[src/hdl/rv_frontend_consts.svh]
// ============================
// widths, depths and RV32I encodings for the front end
// FB_DEPTH must be a power of two, at least 2 * FETCH_WIDTH
// ============================

`ifndef RV_FRONTEND_CONSTS_SVH
`define RV_FRONTEND_CONSTS_SVH

`define XLEN        32
`define FETCH_WIDTH 4
`define FB_DEPTH    8
`define RESET_PC    32'h8000_0000
`define UOP_CREDITS 4

// RV32I major opcodes
`define OPC_OP      7'b0110011
`define OPC_OP_IMM  7'b0010011
`define OPC_LUI     7'b0110111
`define OPC_AUIPC   7'b0010111
`define OPC_LOAD    7'b0000011
`define OPC_STORE   7'b0100011
`define OPC_BRANCH  7'b1100011
`define OPC_JAL     7'b1101111
`define OPC_JALR    7'b1100111

`define UOP_CLASS_INT     2'd1
`define UOP_CLASS_MEM     2'd2
`define UOP_CLASS_ILLEGAL 2'd3

`endif
[src/hdl/rv_frontend_pkg.sv]
// ============================
// shared front end types
// widths follow rv_frontend_consts.svh
// ============================

`default_nettype none

`include "rv_frontend_consts.svh"

package rv_frontend_pkg;

  typedef logic [`XLEN-1:0] addr_t;
  typedef logic [`XLEN-1:0] inst_t;

  // one icache block, instruction k in bits 32k+31:32k
  typedef logic [`FETCH_WIDTH*`XLEN-1:0] block_t;

  typedef logic [4:0]       reg_idx_t;
  typedef logic [`XLEN-1:0] imm_t;
  typedef logic [1:0]       uop_class_t;

  // must hold 0 up to FB_DEPTH inclusive
  typedef logic [$clog2(`FB_DEPTH+1)-1:0] fb_count_t;

  // 0 up to UOP_CREDITS inclusive
  typedef logic [$clog2(`UOP_CREDITS+1)-1:0] credit_t;

  typedef enum logic {
    FETCH_IDLE,
    FETCH_WAIT
  } fetch_state_t;

endpackage

`default_nettype wire

[src/hdl/core_frontend.sv]
// ============================
// IF, FB and ID of the core front end
// no branch redirect, no flush
// ============================

`timescale 1ns/1ps
`default_nettype none

module core_frontend (
  input  wire                            clock,
  input  wire                            reset,
  input  wire rv_frontend_pkg::block_t   icache_data,
  input  wire                            icache_data_valid,
  input  wire                            credit_return,
  output logic                           icache_req,
  output rv_frontend_pkg::addr_t         icache_addr,
  output logic                           uop_valid,
  output rv_frontend_pkg::addr_t         uop_pc,
  output rv_frontend_pkg::uop_class_t    uop_class,
  output rv_frontend_pkg::reg_idx_t      uop_rd,
  output logic                           uop_rd_valid,
  output rv_frontend_pkg::reg_idx_t      uop_rs1,
  output rv_frontend_pkg::reg_idx_t      uop_rs2,
  output rv_frontend_pkg::imm_t          uop_imm
);

  import rv_frontend_pkg::*;

  block_t    block;
  logic      block_valid;
  addr_t     block_pc;
  fb_count_t free_count;
  inst_t     head_inst;
  addr_t     head_pc;
  logic      head_valid;
  logic      pop;

  fetch_unit u_fetch (
    .clock             (clock),
    .reset             (reset),
    .icache_data       (icache_data),
    .icache_data_valid (icache_data_valid),
    .free_count        (free_count),
    .icache_req        (icache_req),
    .icache_addr       (icache_addr),
    .block             (block),
    .block_valid       (block_valid),
    .block_pc          (block_pc)
  );

  fetch_buffer u_buffer (
    .clock       (clock),
    .reset       (reset),
    .block       (block),
    .block_valid (block_valid),
    .block_pc    (block_pc),
    .pop         (pop),
    .head_inst   (head_inst),
    .head_pc     (head_pc),
    .head_valid  (head_valid),
    .free_count  (free_count)
  );

  inst_decode u_decode (
    .clock         (clock),
    .reset         (reset),
    .head_inst     (head_inst),
    .head_pc       (head_pc),
    .head_valid    (head_valid),
    .credit_return (credit_return),
    .pop           (pop),
    .uop_valid     (uop_valid),
    .uop_pc        (uop_pc),
    .uop_class     (uop_class),
    .uop_rd        (uop_rd),
    .uop_rd_valid  (uop_rd_valid),
    .uop_rs1       (uop_rs1),
    .uop_rs2       (uop_rs2),
    .uop_imm       (uop_imm)
  );

endmodule

`default_nettype wire

[src/hdl/inst_decode.sv]
// ============================
// one RV32I instruction per cycle into a micro-op
// backend grants UOP_CREDITS at reset, one back per credit_return
// backend accepts every uop_valid pulse
// ============================

`timescale 1ns/1ps
`default_nettype none

`include "rv_frontend_consts.svh"

module inst_decode (
  input  wire                            clock,
  input  wire                            reset,
  input  wire rv_frontend_pkg::inst_t    head_inst,
  input  wire rv_frontend_pkg::addr_t    head_pc,
  input  wire                            head_valid,
  input  wire                            credit_return,
  output logic                           pop,
  output logic                           uop_valid,
  output rv_frontend_pkg::addr_t         uop_pc,
  output rv_frontend_pkg::uop_class_t    uop_class,
  output rv_frontend_pkg::reg_idx_t      uop_rd,
  output logic                           uop_rd_valid,
  output rv_frontend_pkg::reg_idx_t      uop_rs1,
  output rv_frontend_pkg::reg_idx_t      uop_rs2,
  output rv_frontend_pkg::imm_t          uop_imm
);

  import rv_frontend_pkg::*;

  credit_t    credits;
  logic [6:0] opcode;
  reg_idx_t   rd;
  imm_t       imm_i;
  imm_t       imm_s;
  imm_t       imm_b;
  imm_t       imm_u;
  imm_t       imm_j;
  uop_class_t dec_class;
  imm_t       dec_imm;
  logic       dec_writes;

  assign opcode = head_inst[6:0];
  assign rd     = head_inst[11:7];

  // take the head only when the backend has room
  assign pop = head_valid && (credits != '0);

  assign imm_i = {{20{head_inst[31]}}, head_inst[31:20]};
  assign imm_s = {{20{head_inst[31]}}, head_inst[31:25], head_inst[11:7]};
  assign imm_b = {{19{head_inst[31]}}, head_inst[31], head_inst[7],
                  head_inst[30:25], head_inst[11:8], 1'b0};
  assign imm_u = {head_inst[31:12], 12'b0};
  assign imm_j = {{11{head_inst[31]}}, head_inst[31], head_inst[19:12],
                  head_inst[20], head_inst[30:21], 1'b0};

  always_comb begin
    dec_class  = `UOP_CLASS_ILLEGAL;
    dec_imm    = '0;
    dec_writes = 1'b0;
    case (opcode)
      `OPC_OP: begin
        dec_class  = `UOP_CLASS_INT;
        dec_writes = 1'b1;
      end
      `OPC_OP_IMM, `OPC_JALR: begin
        dec_class  = `UOP_CLASS_INT;
        dec_imm    = imm_i;
        dec_writes = 1'b1;
      end
      `OPC_LUI, `OPC_AUIPC: begin
        dec_class  = `UOP_CLASS_INT;
        dec_imm    = imm_u;
        dec_writes = 1'b1;
      end
      `OPC_JAL: begin
        dec_class  = `UOP_CLASS_INT;
        dec_imm    = imm_j;
        dec_writes = 1'b1;
      end
      // branches read only
      `OPC_BRANCH: begin
        dec_class = `UOP_CLASS_INT;
        dec_imm   = imm_b;
      end
      `OPC_LOAD: begin
        dec_class  = `UOP_CLASS_MEM;
        dec_imm    = imm_i;
        dec_writes = 1'b1;
      end
      `OPC_STORE: begin
        dec_class = `UOP_CLASS_MEM;
        dec_imm   = imm_s;
      end
      default: dec_class = `UOP_CLASS_ILLEGAL;
    endcase
  end

  always_ff @(posedge clock) begin
    if (reset) begin
      credits   <= credit_t'(`UOP_CREDITS);
      uop_valid <= 1'b0;
    end else begin
      credits   <= credits - credit_t'(pop) + credit_t'(credit_return);
      uop_valid <= pop;
    end
  end

  always_ff @(posedge clock) begin
    if (pop) begin
      uop_pc       <= head_pc;
      uop_class    <= dec_class;
      uop_rd       <= rd;
      uop_rd_valid <= dec_writes && (rd != '0);
      uop_rs1      <= head_inst[19:15];
      uop_rs2      <= head_inst[24:20];
      uop_imm      <= dec_imm;
    end
  end

endmodule

`default_nettype wire

[src/hdl/fetch_buffer.sv]
// ============================
// ring of FB_DEPTH instructions, FETCH_WIDTH in, one out
// writer must leave room for a whole block, no overflow check
// pop is only legal while head_valid is high
// ============================

`timescale 1ns/1ps
`default_nettype none

`include "rv_frontend_consts.svh"

module fetch_buffer (
  input  wire                            clock,
  input  wire                            reset,
  input  wire rv_frontend_pkg::block_t   block,
  input  wire                            block_valid,
  input  wire rv_frontend_pkg::addr_t    block_pc,
  input  wire                            pop,
  output rv_frontend_pkg::inst_t         head_inst,
  output rv_frontend_pkg::addr_t         head_pc,
  output logic                           head_valid,
  output rv_frontend_pkg::fb_count_t     free_count
);

  import rv_frontend_pkg::*;

  localparam int PTR_W = $clog2(`FB_DEPTH);

  inst_t            inst_mem [`FB_DEPTH];
  addr_t            pc_mem   [`FB_DEPTH];
  logic [PTR_W-1:0] head_ptr;
  logic [PTR_W-1:0] tail_ptr;
  fb_count_t        count;
  fb_count_t        count_in;

  assign count_in = block_valid ? fb_count_t'(`FETCH_WIDTH) : '0;

  // whole block lands in one cycle, slot index wraps with the pointer width
  always_ff @(posedge clock) begin
    if (block_valid) begin
      for (int i = 0; i < `FETCH_WIDTH; i++) begin
        inst_mem[tail_ptr + PTR_W'(i)] <= block[i*`XLEN +: `XLEN];
        pc_mem[tail_ptr + PTR_W'(i)]   <= block_pc + addr_t'(4 * i);
      end
    end
  end

  always_ff @(posedge clock) begin
    if (reset) begin
      head_ptr <= '0;
      tail_ptr <= '0;
      count    <= '0;
    end else begin
      if (block_valid) begin
        tail_ptr <= tail_ptr + PTR_W'(`FETCH_WIDTH);
      end
      if (pop) begin
        head_ptr <= head_ptr + 1'b1;
      end
      count <= count + count_in - fb_count_t'(pop);
    end
  end

  assign head_inst  = inst_mem[head_ptr];
  assign head_pc    = pc_mem[head_ptr];
  assign head_valid = (count != '0);

  // registered occupancy, a write shows up the cycle after block_valid
  assign free_count = fb_count_t'(`FB_DEPTH) - count;

endmodule

`default_nettype wire

[src/hdl/fetch_unit.sv]
// ============================
// one icache request in flight at a time
// requests only with FETCH_WIDTH free buffer slots
// no redirection, pc only moves forward by one block
// ============================

`timescale 1ns/1ps
`default_nettype none

`include "rv_frontend_consts.svh"

module fetch_unit (
  input  wire                            clock,
  input  wire                            reset,
  input  wire rv_frontend_pkg::block_t   icache_data,
  input  wire                            icache_data_valid,
  input  wire rv_frontend_pkg::fb_count_t free_count,
  output logic                           icache_req,
  output rv_frontend_pkg::addr_t         icache_addr,
  output rv_frontend_pkg::block_t        block,
  output logic                           block_valid,
  output rv_frontend_pkg::addr_t         block_pc
);

  import rv_frontend_pkg::*;

  localparam int BLOCK_BYTES = `FETCH_WIDTH * 4;

  fetch_state_t state;
  addr_t        pc;
  logic         can_fetch;

  // a block still on its way into the buffer is not in free_count yet
  assign can_fetch = !block_valid && (free_count >= fb_count_t'(`FETCH_WIDTH));

  always_ff @(posedge clock) begin
    if (reset) begin
      state       <= FETCH_IDLE;
      pc          <= `RESET_PC;
      icache_req  <= 1'b0;
      block_valid <= 1'b0;
    end else begin
      icache_req  <= 1'b0;
      block_valid <= 1'b0;
      case (state)
        FETCH_IDLE: begin
          if (can_fetch) begin
            icache_req <= 1'b1;
            state      <= FETCH_WAIT;
          end
        end
        FETCH_WAIT: begin
          if (icache_data_valid) begin
            block_valid <= 1'b1;
            pc          <= pc + addr_t'(BLOCK_BYTES);
            state       <= FETCH_IDLE;
          end
        end
        default: state <= FETCH_IDLE;
      endcase
    end
  end

  always_ff @(posedge clock) begin
    if (state == FETCH_IDLE && can_fetch) begin
      icache_addr <= pc & ~addr_t'(BLOCK_BYTES - 1);
    end
    // capture the response with the address it was fetched from
    if (state == FETCH_WAIT && icache_data_valid) begin
      block    <= icache_data;
      block_pc <= icache_addr;
    end
  end

endmodule

`default_nettype wire

[config.mk]
export PLATFORM = sky130hd
export DESIGN_NAME = core_frontend
export DESIGN_NICKNAME = d
export VERILOG_FILES = /design/src/hdl/rv_frontend_pkg.sv /design/src/hdl/core_frontend.sv /design/src/hdl/inst_decode.sv /design/src/hdl/fetch_buffer.sv /design/src/hdl/fetch_unit.sv
export VERILOG_INCLUDE_DIRS = /design/src /design/src/hdl
export SDC_FILE = /design/constraint.sdc
export NUM_CORES = 1
export LEC_CHECK = 0
export BUFFER_PORTS_ARGS = -buffer_cell sky130_fd_sc_hd__buf_4
export CORE_ASPECT_RATIO = 1.4
export CORE_MARGIN = 8
export CORE_UTILIZATION = 40
export DETAILED_ROUTE_END_ITERATION = 8
export GPL_TIMING_DRIVEN = 0
export PLACE_DENSITY = 0.63
export SYNTH_ARGS = -nofsm -noshare
export SYNTH_HDL_FRONTEND = slang
export SYNTH_HIERARCHICAL = 1
export SYNTH_SLANG_ARGS = --single-unit
export TNS_END_PERCENT = 5
[constraint.sdc]
create_clock -name clock -period 24.7 [get_ports clock]
set_input_delay 2.47 -clock clock [delete_from_list [all_inputs] [get_ports clock]]
set_output_delay 2.47 -clock clock [all_outputs]
set_load 0.01 [all_outputs]
==> results by group, run 1 <==
STA
  • Post-layout min period: ~3900 ps
  • Actual transition at the worst max-transition pin: around 1100 ps
  • Max_slew headroom: 25.5%
  • Unrepaired setup endpoints after global routing: no
  • Final period util: around 16%
  • Setup tns final: 0 ps
  • Post-route worst hold slack: roughly 430 ps
  • Maximum clock frequency: around 260 MHz
  • Fin. max-slew vios: 0
  • Number of setup violations in the final report: 0
  • Worst clock skew: ~25 ps
  • Final hold vios: 0

Route
  • Top routing layer in use: met5
  • Detail Route Antenna Nets: 0
  • Detailed-route wire length: approximately 72 mm
  • Routed via count: approximately 15000
  • Detailed-route wire length per cell: around 24 microns
  • Number of DRC violations after detailed-routing iteration 0: 916
  • Router iterations before antenna repair: 5
  • Avg Vias per Cell: around 5.2
  • Met1 routed wirelength after detailed routing: 27.5 mm
  • Total length of routed met2 wires: approximately 38 mm
  • Routed length on met3: 4.47 mm
  • DRC viols: 0

Clock network
  • Clock root buffer master: sky130_fd_sc_hd__clkbuf_16
  • Number of gates resized after CTS: 0
  • Clock transition at path regs: 60 ps
  • Longest Clk Path Bufs: 3
  • Hold-fix buffers, CTS: 0
  • Clock buffers created by TritonCTS: 81
  • Clk Latency, worst-skew pair: approximately 630 ps
  • TritonCTS clock tree: built
  • Clock sink count: 808
  • Max H-tree Level: 3
  • Post-CTS setup repair buffer count: 0

Floorplanning
  • Die Span Y: ~350 microns
  • Initial core utilization: 40.1%
  • DIE AREA: 86700 sq um
  • Std cell rows: between 100 and 150
  • Placeable core region: between 70000 and 80000 sq um
  • Chip Width: roughly 250 microns
  • Number of primary I/O pins: about 250

Global route
  • Via count of the first global-routing pass: approximately 17000
  • Maximum number of pins on one net before global-route repair: 85
  • Antenna violations before repair: 5
  • GR Overflow Total: 0
  • GR Util All Layers: ~16%
  • First-pass GRT wire length: around 110 mm

Layout
  • Net count, final: 2055
  • Synthesis-to-finish area growth: 19.7%
  • Fraction of layout cells with a size suffix above 1: between 30% and 40%

Critical path
  • Crit-path max FO: 10
  • Capturing element type of the critical path: flop
  • Required time of the worst setup path: approximately 25000 ps
  • Data arrival time of the critical path: between 4000 and 5000 ps
  • Type of origin of the critical path: flop
  • Crit Path Category: flop to flop

Yosys
  • Synthesized cell area: slightly above 30000 sq um
  • Mean area per synthesized cell: around 20 sq um
  • Synthesis warning total: 6
  • Synth Instances: ~1600

Job
  • Maximum capacitance violations: 0

Power and ir drop
  • Maximum vdd ir drop: about 0.000083 V
  • Ratio of total power to cell area: approximately 110 nW/um^2
  • Pleak: ~12 nW

Min path
  • Hold/Removal Path Class: flop to flop

Placed design
  • Last weighted congestion value of the routability-driven placer: ~0.9
  • Number of buffer cells added on primary ports: ~240
  • Detailed placer's ending HPWL: between 50 and 60 mm

Status
  • Outcome: finished clean
-- power by group --
group          internal [mW]  switching [mW]
Clock                  0.714           0.509
Sequential              1.78          0.0803
Combinational          0.416           0.534
Total                   2.91            1.12
-- area by class of cell --
class,instances,area [sq um]
antenna,3,7.51
multi-input combinational,651,6650
clock buffer,105,2160
buffer,86,484
inverter,21,86.3
sequential,808,23800
clock inverter,42,474
timing repair buffer,260,2200
fill,6440,40100
tap,984,1230
-- worst max-delay path: stages, from the launching register on --
cell	delay, ps
sky130_fd_sc_hd__dfxtp_1	310
sky130_fd_sc_hd__clkbuf_1	700
sky130_fd_sc_hd__clkbuf_1	760
sky130_fd_sc_hd__mux2_2	460
sky130_fd_sc_hd__buf_2	190
sky130_fd_sc_hd__nor3b_1	520
sky130_fd_sc_hd__clkbuf_1	460
sky130_fd_sc_hd__o21ai_0	170
-- stage by stage --
step | total power [mW] | cells | utilization (%) | setup slack [ps] | area [sq um]
after global routing | 4.21 | 2957 | 48.0 | 20610 | 37100
after global placement | 2.86 | 2793 | 44.1 | 7450 | 34100
after CTS | 4.10 | 2957 | 48.0 | 20710 | 37100
after detailed placement | 2.86 | 2810 | 44.6 | 20420 | 34500
final | 4.03 | 2960 | 48.1 | 20830 | 37100
after floorplan | 2.44 | 1566 | - | 13160 | 31000
-- routing by layer --
metal | track usage [%] | up-vias
li1 | - | 6924
met1 | 19.1 | 7941
met2 | 29.7 | 501
met3 | 3.50 | 124
met4 | 5.89 | 2
met5 | 0 | -
-- state kept, by name, indices dropped and copies added (netlist names), named ones only --
register,flops
u_fetch/state,1
u_decode/uop_pc,32
u_buffer/tail_ptr,1
u_decode/uop_rd_valid,1
u_fetch/pc,28
u_fetch/icache_req,1
u_fetch/block_pc,28
u_decode/uop_valid,1
u_buffer/pc_mem,240
u_decode/uop_rs2,5
u_decode/uop_rd,5
u_decode/uop_imm,32
u_fetch/icache_addr,28
u_buffer/head_ptr,3
u_decode/uop_rs1,5
u_fetch/block_valid,1
u_decode/uop_class,2
u_buffer/count,4
u_fetch/block,128
u_decode/credits,3
u_buffer/inst_mem,256
-- placed cells by master (no fill, tap or decap), drive strengths merged, types with 6 or more instances in the layout --
| cell | count |
|---|---|
| a21o | 8 |
| a21oi | 18 |
| a32o | 11 |
| and2 | 12 |
| buf | 315 |
| bufinv | 9 |
| clkbuf | 136 |
| clkinv | 20 |
| clkinvlp | 7 |
| conb | 8 |
| dfxtp | 46 |
| edfxtp | 762 |
| ha | 12 |
| inv | 27 |
| mux2 | 64 |
| mux4 | 123 |
| nand2 | 52 |
| nand3 | 43 |
| nand4 | 24 |
| nor2 | 53 |
| nor3 | 19 |
| nor4 | 14 |
| o211ai | 6 |
| o21ai | 9 |
| o31ai | 8 |
| or3 | 12 |
| or4 | 13 |
| xnor2 | 61 |
| xor2 | 43 |
-- worst paths after layout --
path | slack, ps | start | depth (start not counted) | endpoint
setup / recovery | 20830 | flop | 7 | u_decode/uop_class[1]$_DFFE_PP_
hold / removal | 430 | u_fetch/block[104]$_DFFE_PP_ | 0 | u_buffer/inst_mem[3][8]$_DFFE_PP_
setup reg to reg | 20830 | flop | 7 | u_decode/uop_class[1]$_DFFE_PP_
hold reg to reg | 430 | u_fetch/block[104]$_DFFE_PP_ | 0 | u_buffer/inst_mem[3][8]$_DFFE_PP_
Note: power is estimated with default switching activity, not from simulation.
==> inputs of run 2 (changes only) <==
- PLACE_DENSITY: 0.63 -> 0.65
- clock period: 24.7 -> 3.4 ns (I/O delays scaled with it)
==> run 2 against run 1 <==
Worst setup slack got worse by 21000 ps. Total power increased to 7.3 times the previous value. Clock skew rose by 2.5 ps. Core utilization rose by 1.8 points. Maximum frequency up 16%.
==> results by group, run 2 (synthesis gave the netlist of run 1 again) <==
Route
  • Detail Route Antenna Nets: 0 (unchanged)
  • Top routing layer in use: met4 (was met5)
  • Total length of routed met2 wires: 39.2 mm (was 38.3 mm)
  • Routed length on met3: 3.92 mm (was 4.47 mm)
  • Router iterations before antenna repair: 5 (unchanged)
  • Detailed-route wire length per cell: 23.9 microns (was 24.5 microns)
  • Avg Vias per Cell: 5.20 (was 5.23)
  • Detailed-route wire length: 73.6 mm (was 72.4 mm)
  • DRC viols: 0 (unchanged)
  • Met1 routed wirelength after detailed routing: 28.3 mm (was 27.5 mm)
  • Number of DRC violations after detailed-routing iteration 0: 1251 (was 916)
  • Routed via count: 16000 (was 15500)

STA
  • Fin. max-slew vios: 0 (unchanged)
  • Final setup slack of the worst path: 78.6 ps (was 20830 ps)
  • Final period util: 97.7% (was 15.7%)
  • Maximum clock frequency: 301 MHz (was 259 MHz)
  • Max_slew headroom: 24.7% (was 25.5%)
  • Number of setup violations in the final report: 0 (unchanged)
  • Post-layout min period: 3320 ps (was 3870 ps)
  • Unrepaired setup endpoints after global routing: no (unchanged)
  • Final hold vios: 0 (unchanged)
  • Actual transition at the worst max-transition pin: 1130 ps (was 1120 ps)
  • Worst clock skew: 27.3 ps (was 24.7 ps)

Placed design
  • Detailed placer's ending HPWL: 49.9 mm (was 50.4 mm)
  • Pre-CTS setup slack: -492 ps (was 20420 ps)
  • Last weighted congestion value of the routability-driven placer: 0.905 (was 0.895)
  • Dpl cell area: 34400 sq um (was 34500 sq um)
  • Number of buffer cells added on primary ports: 243 (unchanged)

Critical path
  • Cell type group with the largest total delay on the critical path: compound AO/OA/AOI/OAI gates (was buffers and inverters)
  • Type of origin of the critical path: flop (unchanged)
  • Worst reg-to-reg path cell count: 8 (was 7)
  • Total buffers and inverters traversed by the critical path: 3 (was 4)
  • Worst path cell trace: clkbuf_2 > buf_6 > buf_8 > mux4_2 > mux2_2 > or2_4 > a2111oi_0 > o21a_1 (was clkbuf_1 > clkbuf_1 > mux2_2 > buf_2 > nor3b_1 > clkbuf_1 > o21ai_0)
  • Capturing element type of the critical path: flop (unchanged)
  • Data arrival time of the critical path: 3830 ps (was 4200 ps)
  • Crit Path Category: flop to flop (unchanged)
  • Reg2Reg Capture Point: u_decode/uop_imm[31]$_DFFE_PP_ (was u_decode/uop_class[1]$_DFFE_PP_)
  • Critical Path Max Stage Delay: 840 ps (was 760 ps)
  • Crit path max-delay cell type: sky130_fd_sc_hd__a2111oi_0 (was sky130_fd_sc_hd__clkbuf_1)
  • Crit-path max FO: 10 (unchanged)
  • Required time of the worst setup path: 3900 ps (was 25040 ps)
  • Reg-to-reg setup timing slack: 80 ps (was 20830 ps)

Global route
  • GR Overflow Total: 0 (unchanged)
  • Maximum number of pins on one net before global-route repair: 106 (was 85)
  • Antenna violations before repair: 0 (was 5)
  • GR Util All Layers: 16.8% (was 16.5%)
  • First-pass GRT wire length: 109 mm (was 107 mm)
  • Via count of the first global-routing pass: 17400 (was 16700)

Clock network
  • Max H-tree Level: 3 (unchanged)
  • Longest Clk Path Bufs: 3 (unchanged)
  • Clock transition at path regs: 60 ps (about the same)
  • Clock root buffer master: sky130_fd_sc_hd__clkbuf_16 (unchanged)
  • Clock sink count: 808 (unchanged)
  • Clock buffers created by TritonCTS: 79 (was 81)
  • Clk Latency, worst-skew pair: 640 ps (was 630 ps)
  • TritonCTS clock tree: built (unchanged)

Power and ir drop
  • Internal power contribution: 21.2 mW (was 2.91 mW)
  • Switching power as a share of total power: 28.3% (was 27.9%)
  • Switching component of the power: 8.35 mW (was 1.12 mW)
  • Fraction of power consumed by the clock network: 30.3% (about the same)
  • Pleak: 12.9 nW (was 12.3 nW)
  • Ratio of total power to cell area: 768 nW/um^2 (was 109 nW/um^2)
  • Part of the total power dissipated in combinational logic: 23.9% (was 23.6%)
  • Maximum vdd ir drop: 0.000648 V (was 0.0000834 V)
  • Share of power burned in registers: 45.8% (was 46.1%)

Layout
  • Fraction of layout cells with a size suffix above 1: 31.0% (was 32.3%)
  • Highest-count cells in the layout ignoring fill and taps: 762 x sky130_fd_sc_hd__edfxtp_1, 262 x sky130_fd_sc_hd__buf_4, 131 x sky130_fd_sc_hd__dlygate4sd3_1 (was 762 x sky130_fd_sc_hd__edfxtp_1, 259 x sky130_fd_sc_hd__buf_4, 123 x sky130_fd_sc_hd__mux4_2)
  • Net count, final: 2183 (was 2055)
  • Largest register FFs: 256 (unchanged)
  • Largest registers in the final layout: u_buffer/inst_mem: 256 flops, u_buffer/pc_mem: 240 flops, u_fetch/block: 128 flops (unchanged)
  • Synthesis-to-finish area growth: 24.1% (was 19.7%)
  • Most common cell after layout, fill and taps aside: sky130_fd_sc_hd__edfxtp_1 (unchanged)
  • Register with the most flip-flops: u_buffer/inst_mem (unchanged)
  • Final non-filler cell area: 38500 sq um (was 37100 sq um)

Floorplanning
  • Std cell rows: 121 (unchanged)
  • Die Span Y: 345 microns (unchanged)
  • DIE AREA: 86700 sq um (unchanged)
  • Placeable core region: 77200 sq um (unchanged)
  • Number of primary I/O pins: 248 (unchanged)
  • Chip Width: 251 microns (unchanged)
  • Initial core utilization: 40.1% (unchanged)

Min path
  • Count of cells along the worst hold path: 5 (was 0)
  • Endpoint of the worst hold path: u_decode/credits[1]$_SDFF_PP0_ (was u_buffer/inst_mem[3][8]$_DFFE_PP_)
  • Min-delay src: credit_return (was u_fetch/block[104]$_DFFE_PP_)
  • Hold/Removal Path Class: input port to flop (was flop to flop)

Status
  • Outcome: finished clean (unchanged)

Job
  • Maximum capacitance violations: 0 (unchanged)
[run 2: cell types whose count changed in the layout (fill, tap and decap cells not counted), moves of 4 or more]
cell	delta
sky130_fd_sc_hd__clkbuf_1	-13
sky130_fd_sc_hd__clkinv_4	+4
sky130_fd_sc_hd__clkinv_2	+5
sky130_fd_sc_hd__clkbuf_2	+4
sky130_fd_sc_hd__inv_6	-5
sky130_fd_sc_hd__dlygate4sd3_1	+131
[run 2: per-layer routing]
metal	vias to the layer above	GRT usage (%)
li1	7162	-
met1	8187	19.6
met2	567	30.7
met3	124	2.77
met4	0	6.37
met5	-	0
[run 2: stage by stage]
step,total power [mW],setup TNS [ps],util (%),hold slack [ps],instances
floorplan,17.7,-495410,-,407,1566
global placement,20.7,-1890420,44.1,423,2793
detailed placement,20.8,-9460,44.6,429,2809
CTS,30.0,0,49.8,272,3086
global route,30.8,0,49.8,335,3085
finish,29.5,0,49.8,317,3086
[run 2: worst max-delay path by stage]
| stage | from | end | cells past startpoint |
|---|---|---|---|
| after floorplan | u_fetch/block_valid$_SDFF_PP0_ | u_buffer/inst_mem[0][0]$_DFFE_PP_ | 2 |
| after global placement | u_fetch/block_valid$_SDFF_PP0_ | u_buffer/inst_mem[0][25]$_DFFE_PP_ | 2 |
| after detailed placement | flop | u_decode/uop_class[1]$_DFFE_PP_ | 7 |
| after CTS | flop | u_decode/uop_imm[31]$_DFFE_PP_ | 9 |
| after global routing | flop | u_decode/uop_imm[16]$_DFFE_PP_ | 11 |
| final | flop | u_decode/uop_imm[31]$_DFFE_PP_ | 8 |
[run 2: power by group through the flow]
stage               registers, mW  clock network [mW]  logic, mW
global route                 13.7                9.52       7.59
CTS                          13.5                9.18       7.23
detailed placement           13.7                   0       7.03
global placement             13.8                   0       6.83
floorplan                    14.0                   0       3.71
finish                       13.5                8.96       7.05
[run 2: cell type report]
class | count | area [sq um]
Buffer | 85 | 504
Antenna cell | 1 | 2.50
Multi-Input combinational cell | 651 | 6660
Clock buffer | 92 | 2030
Timing Repair Buffer | 391 | 3510
Tap cell | 984 | 1230
Sequential cell | 808 | 23800
Clock inverter | 53 | 638
Fill cell | 6256 | 38800
Inverter | 21 | 86.3
[run 2: timing repair]
item                                    in CTS  in global routing
buffers inserted                             1                  0
hold buffers                               131                  0
endpoints found under the setup margin      34                  9
hold endpoints to repair                   134                  0
gates cloned                                 0                  0
pin swaps                                    1                  0
resized for setup                            9                  2
[run 2: worst min-delay path: cells and delay by family]
| kind | cells | cell delay [ps] |
|---|---|---|
| fa+ha+maj | 2 | 330 |
| buf+inv | 2 | 180 |
| simple gates | 1 | 40 |
